File: config.mk
export PLATFORM = sky130hd
export DESIGN_NAME = wb_stage
export DESIGN_NICKNAME = d
export VERILOG_FILES = /design/src/wb_pkg.sv /design/src/csr_file.sv /design/src/gpr_file.sv /design/src/trap_redirect.sv /design/src/wb_stage.sv
export SDC_FILE = /design/constraint.sdc
export NUM_CORES = 1
export LEC_CHECK = 0
export BUFFER_PORTS_ARGS = -buffer_cell sky130_fd_sc_hd__buf_2
export CORE_AREA = 2 2 239 476
export CTS_BUF_LIST = sky130_fd_sc_hd__clkbuf_16
export DETAILED_ROUTE_END_ITERATION = 16
export DIE_AREA = 0 0 241 478
export HOLD_SLACK_MARGIN = 0.1
export PLACE_DENSITY = 0.49
export SYNTH_ARGS = -nofsm -noshare
export SYNTH_HDL_FRONTEND = slang
export SYNTH_SLANG_ARGS = --single-unit
File: constraint.sdc
create_clock -name clock -period 5.4 [get_ports clock]
set_input_delay 0.54 -clock clock [delete_from_list [all_inputs] [get_ports clock]]
set_output_delay 0.54 -clock clock [all_outputs]
set_load 0.03 [all_outputs]
File: src/wb_pkg.sv
package wb_pkg;

  // ####################################################################
  // Widths.
  // ####################################################################

  parameter int xlen = 32;
  parameter int csr_addr_width = 12;

  // ####################################################################
  // Machine CSR addresses.
  // ####################################################################

  parameter logic [csr_addr_width-1:0] csr_mstatus   = 12'h300;
  parameter logic [csr_addr_width-1:0] csr_mtvec     = 12'h305;
  parameter logic [csr_addr_width-1:0] csr_mepc      = 12'h341;
  parameter logic [csr_addr_width-1:0] csr_mcause    = 12'h342;
  parameter logic [csr_addr_width-1:0] csr_mvendorid = 12'hF11;
  parameter logic [csr_addr_width-1:0] csr_marchid   = 12'hF12;

  // ####################################################################
  // Exception cause codes, as written to mcause.
  // ####################################################################

  parameter logic [xlen-1:0] cause_inst_misaligned  = 32'd0;
  parameter logic [xlen-1:0] cause_ecall            = 32'd11;
  parameter logic [xlen-1:0] cause_load_misaligned  = 32'd4;
  parameter logic [xlen-1:0] cause_store_misaligned = 32'd6;

  // ####################################################################
  // Reset and identity values.
  // ####################################################################

  // MPP field set to machine mode.
  parameter logic [xlen-1:0] mstatus_reset   = 32'h0000_1800;
  parameter logic [xlen-1:0] mvendorid_value = 32'h7973_7978;
  parameter logic [xlen-1:0] marchid_value   = 32'h017D_9F58;

endpackage

File: src/csr_file.sv
`timescale 1ns/1ns

module csr_file
  import wb_pkg::*;
(
  input  logic                      clock,
  input  logic                      reset,
  input  logic [csr_addr_width-1:0] csr_s,
  input  logic [csr_addr_width-1:0] csr_d,
  input  logic                      csr_commit,
  input  logic [xlen-1:0]           csr_wdata,
  input  logic                      trap_take,
  input  logic [xlen-1:0]           trap_cause,
  input  logic [xlen-1:0]           trap_pc,
  output logic [xlen-1:0]           csr_src,
  output logic [xlen-1:0]           mtvec,
  output logic [xlen-1:0]           mepc
);

  logic [xlen-1:0] mstatus;
  logic [xlen-1:0] mcause;

  // ####################################################################
  // Register updates.
  // ####################################################################

  always_ff @(posedge clock) begin
    if (reset) begin
      mstatus <= mstatus_reset;
      mtvec   <= '0;
      mepc    <= '0;
      mcause  <= '0;
    end else if (trap_take) begin
      mcause <= trap_cause;
      mepc   <= trap_pc;
    end else if (csr_commit) begin
      // mcause is read-only from software here.
      case (csr_d)
        csr_mstatus: mstatus <= csr_wdata;
        csr_mtvec:   mtvec   <= csr_wdata;
        csr_mepc:    mepc    <= csr_wdata;
        default: ;
      endcase
    end
  end

  // ####################################################################
  // Read multiplexer.
  // ####################################################################

  always_comb begin
    case (csr_s)
      csr_mstatus:   csr_src = mstatus;
      csr_mtvec:     csr_src = mtvec;
      csr_mepc:      csr_src = mepc;
      csr_mcause:    csr_src = mcause;
      csr_mvendorid: csr_src = mvendorid_value;
      csr_marchid:   csr_src = marchid_value;
      default:       csr_src = '0;
    endcase
  end

  // The redirect unit must never let a software write race a trap.
  a_trap_vs_write: assert property (
    @(posedge clock) disable iff (reset)
    !(trap_take && csr_commit)
  ) else $error("csr_file: trap and CSR write in the same cycle");

endmodule

File: src/gpr_file.sv
`timescale 1ns/1ns

module gpr_file
  import wb_pkg::*;
#(
  parameter int NUM_REGS = 16
) (
  input  logic            clock,
  input  logic            reset,
  input  logic [4:0]      rs1,
  input  logic [4:0]      rs2,
  input  logic [4:0]      rd,
  input  logic            gpr_wen,
  input  logic [xlen-1:0] wdata,
  output logic [xlen-1:0] src1,
  output logic [xlen-1:0] src2
);

  localparam int idx_width = $clog2(NUM_REGS);

  logic [xlen-1:0]      regs [NUM_REGS];
  logic [idx_width-1:0] rs1_idx;
  logic [idx_width-1:0] rs2_idx;
  logic [idx_width-1:0] rd_idx;

  // RV32E only decodes the low four bits of a register number.
  assign rs1_idx = rs1[idx_width-1:0];
  assign rs2_idx = rs2[idx_width-1:0];
  assign rd_idx  = rd[idx_width-1:0];

  // ####################################################################
  // Read ports, no bypass.
  // ####################################################################

  assign src1 = regs[rs1_idx];
  assign src2 = regs[rs2_idx];

  // ####################################################################
  // Write port.
  // ####################################################################

  always_ff @(posedge clock) begin
    if (reset) begin
      for (int i = 0; i < NUM_REGS; i++) begin
        regs[i] <= '0;
      end
    end else if (gpr_wen && rd_idx != '0) begin
      regs[rd_idx] <= wdata;
    end
  end

  // x0 stays zero whatever the commit logic lets through.
  a_zero_reg: assert property (
    @(posedge clock) disable iff (reset)
    gpr_wen |=> regs[0] == '0
  ) else $error("gpr_file: register zero was written");

endmodule

File: src/trap_redirect.sv
`timescale 1ns/1ns

module trap_redirect
  import wb_pkg::*;
(
  input  logic            clock,
  input  logic            reset,
  input  logic            ls_valid,
  input  logic            wen,
  input  logic            csr_wen,
  input  logic            inst_addr_misaligned,
  input  logic            ecall,
  input  logic            load_addr_misaligned,
  input  logic            store_addr_misaligned,
  input  logic            mret,
  input  logic            fence_i,
  input  logic            is_wrong_prediction,
  input  logic [xlen-1:0] lsu_pc,
  input  logic [xlen-1:0] exu_npc,
  input  logic [xlen-1:0] mtvec,
  input  logic [xlen-1:0] mepc,
  output logic            gpr_wen,
  output logic            csr_commit,
  output logic            trap_take,
  output logic [xlen-1:0] trap_cause,
  output logic [xlen-1:0] trap_pc,
  output logic [xlen-1:0] npc,
  output logic            npc_valid,
  output logic            clear_pipeline,
  output logic            clear_cache
);

  logic exception;
  logic commit;

  assign exception = inst_addr_misaligned | ecall | load_addr_misaligned |
                     store_addr_misaligned;

  // Everything arriving during a clear cycle belongs to a flushed path.
  assign commit = !clear_pipeline;

  assign gpr_wen    = wen && commit;
  assign csr_commit = csr_wen && commit && !exception;
  assign trap_take  = exception && commit;
  assign trap_pc    = lsu_pc;

  // ####################################################################
  // Cause selection, fixed priority.
  // ####################################################################

  always_comb begin
    if (inst_addr_misaligned) begin
      trap_cause = cause_inst_misaligned;
    end else if (ecall) begin
      trap_cause = cause_ecall;
    end else if (load_addr_misaligned) begin
      trap_cause = cause_load_misaligned;
    end else begin
      trap_cause = cause_store_misaligned;
    end
  end

  // ####################################################################
  // Redirect and clear pulses.
  // ####################################################################

  always_ff @(posedge clock) begin
    if (reset) begin
      npc            <= '0;
      npc_valid      <= 1'b0;
      clear_pipeline <= 1'b0;
      clear_cache    <= 1'b0;
    end else if (!commit) begin
      npc_valid      <= 1'b0;
      clear_pipeline <= 1'b0;
      clear_cache    <= 1'b0;
    end else begin
      npc_valid <= ls_valid;
      if (exception) begin
        npc            <= mtvec;
        clear_pipeline <= 1'b1;
        clear_cache    <= 1'b0;
      end else begin
        npc            <= mret ? mepc : exu_npc;
        clear_pipeline <= mret | fence_i | is_wrong_prediction;
        clear_cache    <= fence_i;
      end
    end
  end

  a_single_clear: assert property (
    @(posedge clock) disable iff (reset)
    clear_pipeline |=> !clear_pipeline
  ) else $error("trap_redirect: clear_pipeline held for two cycles");

endmodule

File: src/wb_stage.sv
`timescale 1ns/1ns

module wb_stage
  import wb_pkg::*;
#(
  parameter int NUM_REGS = 16
) (
  input  logic                      clock,
  input  logic                      reset,
  // Register and CSR reads.
  input  logic [4:0]                rs1,
  input  logic [4:0]                rs2,
  input  logic [csr_addr_width-1:0] csr_s,
  // Writeback.
  input  logic [4:0]                rd,
  input  logic                      wen,
  input  logic [xlen-1:0]           wdata,
  input  logic [csr_addr_width-1:0] csr_d,
  input  logic                      csr_wen,
  input  logic [xlen-1:0]           csr_wdata,
  // Status from the load/store stage.
  input  logic                      ls_valid,
  input  logic [xlen-1:0]           lsu_pc,
  input  logic [xlen-1:0]           exu_npc,
  // Events.
  input  logic                      inst_addr_misaligned,
  input  logic                      ecall,
  input  logic                      load_addr_misaligned,
  input  logic                      store_addr_misaligned,
  input  logic                      mret,
  input  logic                      fence_i,
  input  logic                      is_wrong_prediction,
  // Results and redirect.
  output logic [xlen-1:0]           src1,
  output logic [xlen-1:0]           src2,
  output logic [xlen-1:0]           csr_src,
  output logic [xlen-1:0]           npc,
  output logic                      npc_valid,
  output logic                      clear_pipeline,
  output logic                      clear_cache
);

  logic            gpr_wen;
  logic            csr_commit;
  logic            trap_take;
  logic [xlen-1:0] trap_cause;
  logic [xlen-1:0] trap_pc;
  logic [xlen-1:0] mtvec;
  logic [xlen-1:0] mepc;

  gpr_file #(
    .NUM_REGS (NUM_REGS)
  ) u_gpr_file (
    .clock   (clock),
    .reset   (reset),
    .rs1     (rs1),
    .rs2     (rs2),
    .rd      (rd),
    .gpr_wen (gpr_wen),
    .wdata   (wdata),
    .src1    (src1),
    .src2    (src2)
  );

  csr_file u_csr_file (
    .clock      (clock),
    .reset      (reset),
    .csr_s      (csr_s),
    .csr_d      (csr_d),
    .csr_commit (csr_commit),
    .csr_wdata  (csr_wdata),
    .trap_take  (trap_take),
    .trap_cause (trap_cause),
    .trap_pc    (trap_pc),
    .csr_src    (csr_src),
    .mtvec      (mtvec),
    .mepc       (mepc)
  );

  trap_redirect u_trap_redirect (
    .clock                 (clock),
    .reset                 (reset),
    .ls_valid              (ls_valid),
    .wen                   (wen),
    .csr_wen               (csr_wen),
    .inst_addr_misaligned  (inst_addr_misaligned),
    .ecall                 (ecall),
    .load_addr_misaligned  (load_addr_misaligned),
    .store_addr_misaligned (store_addr_misaligned),
    .mret                  (mret),
    .fence_i               (fence_i),
    .is_wrong_prediction   (is_wrong_prediction),
    .lsu_pc                (lsu_pc),
    .exu_npc               (exu_npc),
    .mtvec                 (mtvec),
    .mepc                  (mepc),
    .gpr_wen               (gpr_wen),
    .csr_commit            (csr_commit),
    .trap_take             (trap_take),
    .trap_cause            (trap_cause),
    .trap_pc               (trap_pc),
    .npc                   (npc),
    .npc_valid             (npc_valid),
    .clear_pipeline        (clear_pipeline),
    .clear_cache           (clear_cache)
  );

endmodule

### After elaboration in Yosys (flattened, before gate mapping)

Memory sizes are Yosys's and may differ from the RTL's.
Index checks and enable logic that the tools add are counted.

| operators by class | value |
|---|---|
| add/subtract/negate cells | 0 |
| $mul | 0 |
| divide/modulo/power cells | 0 |
| magnitude comparators | 0 |
| eq/ne operators | 9 |
| shift-type cells | 0 |
| muxes and demuxes | 18 |
| bitwise gates (word level) | 6 |
| reductions and logical operators | 16 |

Operator list:

| operator | number |
|---|---|
| two-way mux 32 bit | 8 |
| one-hot mux 32 bit (6 select lines) | 1 |
| == test 12 x 10 -> 1 bit (second input constant) | 7 |
| OR reduction 32 bit | 1 |
| == test 12 bit (second input constant) | 2 |
| two-way mux 1 bit | 7 |
| AND reduction 3 bit | 2 |
| logical AND 1 bit | 5 |
| bitwise OR 1 bit | 5 |
| two-way mux 4 bit | 1 |
| nonzero test 2 bit | 2 |
| nonzero test 4 bit | 1 |
| OR reduction 3 bit | 1 |
| logical NOT 1 bit | 2 |
| two-way mux 2 bit | 1 |
| AND reduction 2 bit | 1 |
| OR reduction 2 bit | 1 |
| inverter 1 bit | 1 |

| storage, ports and cells | value |
|---|---|
| register bits after elaboration | 163 |
| latch bits | 0 |
| memory bits (writable) | 512 |
| memory bits (read-only) | 0 |
| bits of input ports | 179 |
| output and inout port bits | 131 |
| word-level logic and storage cells | 58 |
| memories kept | 1 |

Memories:

| name | depth | bits a word | read ports | clocked after memory_dff | wr ports | line | text |
|---|---|---|---|---|---|---|---|
| u_gpr_file.regs | 16 | 32 | 2 | 0 | 16 | gpr_file.sv:21 | `logic [xlen-1:0] regs [NUM_REGS];` |

### Depth between registers and ports, before layout

| logic depth | value |
|---|---|
| word-level depth | 8 |
| gate-level depth with buffers | 7 |
| depth with buffers taken out | 4 |

### By module

A second synthesis with hierarchy kept.

| second synthesis, totals | value |
|---|---|
| cells, all modules | 2574 |
| area total of the unflattened synthesis | 34215.3 um^2 |

By module, submodules not included:

| module | times used | cells an instance | area an instance (um^2) | sequential area each (um^2) |
|---|---|---|---|---|
| gpr_file | 1 | 1652 | 26330.3 | 15374.7 |
| csr_file | 1 | 696 | 5754.3 | 2562.5 |
| trap_redirect | 1 | 226 | 2130.8 | 700.7 |

### Worst setup path before layout

No wires, ideal clock.

| path | value |
|---|---|
| kind | input-to-output |
| from | input csr_s[1] |
| to | output csr_src[16] |
| data arrival time | 2.143 ns |
| required time | 4.860 ns |
| slack | 2.717 ns |
| stages | 6 |
| path buffers | 2 |
| cell sequence | clkbuf_1 > nand4bb_1 > nor3b_2 > clkbuf_1 > a21boi_0 > o221ai_1 |

| on the way | value |
|---|---|
| cells in the longest elaborated chain, start to end | 2 |
| elaborated cells on any way between the ends | 7 |
| classes of those cells | 6 x eq/ne; 1 x mux |

Ends and longest elaborated chain:

| element | line | text |
|---|---|---|
| from (decl) | wb_stage.sv:13 | `input logic [csr_addr_width-1:0] csr_s,` |
| == test 12 bit / == test 12 x 10 -> 1 bit (equally long branches) | csr_file.sv:52 | `case (csr_s)` |
| one-hot mux 32 bit (6 select lines) (*) | csr_file.sv:52 |  |
| to (decl) | wb_stage.sv:36 | `output logic [xlen-1:0] csr_src,` |

Mark *: on every way between the ends. The rest lies on a longest branch, timed or not.

### Final worst setup path

| path | value |
|---|---|
| from | input csr_s[10] |
| to | output csr_src[27] |

Same word-level chain as after synthesis.

==> results.json <==
{
  "grt_use_total_pct": 19.82,
  "p_sw_w": 0.003096,
  "leakage_nw": 14.32,
  "slowest_stage": "nor3b_4",
  "yosysUniqueCellTypes": 54,
  "seqPwrFrac_pct": 47.6,
  "end_kind": "output port",
  "ant_nets": 0,
  "grt_pass1_vias": 23640,
  "drv_slew": 0,
  "synthCells": 2492,
  "avgRoutedWirePerCell_um": 26.99,
  "finalClockSkew_ns": 0.02630,
  "totalWireLength_um": 115300,
  "yosysWarnings": 0,
  "die_y_um": 478,
  "globalRouteOverflowTotal": 0,
  "ios": 310,
  "synthTopCellsByCount": "edfxtp_1 (512), and2_1 (484), mux4_2 (256)",
  "start_util_pct": 29.65,
  "firstDrtPassIters": 6,
  "die_area_um2": 115200,
  "status": "finished clean",
  "crit_required_ns": 4.86,
  "synthTopCellsByArea": "edfxtp_1 (46%), mux4_2 (17%), and2_1 (9.1%), dfxtp_1 (8.1%), a22oi_1 (2.9%)",
  "antenna_found_initial": 30,
  "min_path_type": "in2reg",
  "vias_per_cell": 5.368,
  "numCtsBuffers": 70,
  "drv_cap": 0,
  "wl_met2_um": 52940,
  "combinationalPowerShare_pct": 11.4,
  "post_cts_buffers": 0,
  "pwr-share-clk_pct": 41.0,
  "ys.flop_type": "edfxtp_1",
  "clock_latency_ns": 0.63,
  "hold_viol": 0,
  "synth-edff-count": 512,
  "sw_frac_of_total_pct": 26.10,
  "core_um2": 111900,
  "avgSynthCellArea_um2": 13.31,
  "worst_pin_slew_ns": 1.355,
  "path_class": "in2out",
  "fmax_ghz": 0.2930,
  "yosysMostFrequentCell": "edfxtp_1",
  "drt_iter0_markers": 2181,
  "max_stage_delay_ns": 0.76,
  "worstPathArrival_ns": 2.87,
  "power_density_nw_per_um2": 306.2,
  "area_growth_pct": 16.80,
  "grt_pass1_wl_um": 164900,
  "start_kind": "primary input",
  "wl_met1_um": 50260,
  "cts_root_buf": "clkbuf_16",
  "cts_resized": 0,
  "synth_top_area_share_pct": 46.34,
  "final_util_pct": 34.63,
  "setup_tns_ns": 0,
  "synth_top_cell_by_area": "edfxtp_1",
  "route.met3.wl_um": 9273,
  "htreeDepth": 3,
  "relSlewSlack_pct": 9.444,
  "synth_area_um2": 33180,
  "synth_seq_area_share_pct": 54.43,
  "fin_nets": 2892,
  "die_w_um": 241,
  "p_int_w": 0.008769,
  "grt_start_max_net_pins": 134,
  "route.detailed.drc": 0,
  "worstPathMaxFanout": 18,
  "gp_congestion": 0.7769,
  "clkSlewWorstSetupHoldPaths_ns": 0.06,
  "dp_hpwl_um": 67140,
  "yosys_register_bits": 646,
  "rows": 174,
  "clock_sinks": 646,
  "ir_worst_vdd_uv": 265.2,
  "crit_path_frequent_cell": "buf_2",
  "synthArstFlopShare_pct": 0,
  "worstPathCellList": "buf_2, and4bb_2, nor3b_4, buf_4, a21oi_1, o221ai_1, buf_2",
  "setup_viol": 0,
  "cts_tree": "done",
  "fin_crit_ns": 3.413,
  "rsz0062_at_grt": "no",
  "top_layer_used": "met5",
  "layout-drive-gt1-share_pct": 28.25,
  "fillers": 11030,
  "portBuffers": 306,
  "cts_buffer_depth": 3,
  "vias": 22930,
  "finalCritPeriodShare_pct": 63.20
}
## final timing paths
check                                       startpoint                                endpoint  slack, ns  cells past startpoint
min                                            fence_i  u_trap_redirect.clear_cache$_SDFF_PP0_       0.15                      2
max reg2reg  u_trap_redirect.clear_pipeline$_SDFF_PP0_    u_gpr_file.regs[5][27]$_SDFFCE_PN0P_       2.25                      6
max                                          csr_s[10]                             csr_src[27]       1.99                      7
min reg2reg        u_trap_redirect.npc[8]$_SDFFE_PP0N_     u_trap_redirect.npc[8]$_SDFFE_PP0N_       0.46                      2
## sequential cells by signal, summed over array words and instances, names as in the netlist
name	count
u_csr_file.mcause	3
u_csr_file.mepc	32
u_csr_file.mstatus	32
u_csr_file.mtvec	32
u_gpr_file.regs	512
u_trap_redirect.clear_cache	1
u_trap_redirect.clear_pipeline	1
u_trap_redirect.npc	32
u_trap_redirect.npc_valid	1
## cells in the final DEF (no fill, tap or decap), types with 4 or more instances in the layout
cell and count:
a211o_1 32, a211oi_1 33, a21boi_0 14, a21oi_1 105, a221o_1 9, a22oi_1 129
and2_1 481, and3_1 7, buf_12 4, buf_2 301, buf_4 67, bufinv_16 6
clkbuf_16 72, clkinv_1 15, clkinv_2 9, conb_1 32, dfxtp_1 133, diode_2 10
edfxtp_1 512, inv_1 39, mux2i_1 64, mux4_2 256, nand2_1 120, nand3b_1 4
nand4_1 65, nor2_1 70, nor2_4 10, nor2b_4 5, nor3_1 5, o21ai_0 63
o221ai_1 22, or2_2 17
## cells by family (layout without fill, tap and decap cells)
logic type	count (synthesis)	in the layout	synth area share [%]
AND/OR/NAND/NOR	823	823	14.35
buffers and inverters	285	527	3.409
XOR/XNOR	1	1	0.02640
other	1	42	0.01130
flip-flops	646	646	54.43
multiplexers	320	320	19.31
AO/OA/AOI/OAI	416	416	8.467
## critical path, delay by kind of cell
family          cells  cell delay, ns
buf+inv             3            0.79
compound gates      2            0.41
simple gates        2            1.10
## what timing repair did
| item | in CTS | in global routing |
|---|---|---|
| hold buffers | 1 | 0 |
| hold endpoints to repair | 1 | 0 |
| endpoints found under the setup margin | 0 | 0 |
## power groups by stage
| stage | Combinational [W] | Clock (W) | Sequential (W) |
|---|---|---|---|
| 2_1_floorplan | 0.000829 | 0 | 0.00573 |
| 3_3_place_gp | 0.00135 | 0 | 0.00574 |
| 3_5_place_dp | 0.00136 | 0 | 0.00576 |
| 4_1_cts | 0.00136 | 0.00494 | 0.00565 |
| 5_1_grt | 0.00143 | 0.00512 | 0.00567 |
| 6_report | 0.00136 | 0.00486 | 0.00565 |
## area by class of cell
cell class,instances,area [um2],share of cell area [%]
well taps,1496,1872,4.831
clock inverters,52,451.7,1.166
inverters,25,93.84,0.2422
multi-input cells,1592,14280,36.86
clock buffers,72,1802,4.650
flip-flops and latches,646,18060,46.60
repair buffers,378,2163,5.583
diodes,10,25.02,0.06458
## per-layer routing
layer  vias up  global-route usage (%)
li1       9945                       -
met1     11820                   27.69
met2       965                   30.81
met3       167                   4.337
met4        26                   5.719
met5         -                       0
## per-stage QoR
step	cells	cell area, um2	total power (W)	setup WS [ns]	hold WS, ns
after floorplan	2523	33290	0.006555	2.717	0.4298
after global placement	4136	36460	0.007093	1.700	0.4472
after detailed placement	4136	36460	0.007116	1.638	0.4499
after CTS	4261	38720	0.01196	1.927	0.1103
after global routing	4263	38730	0.01222	1.831	0.1573
final	4271	38750	0.01187	1.987	0.1494
Power figures use the tool's default switching activity.
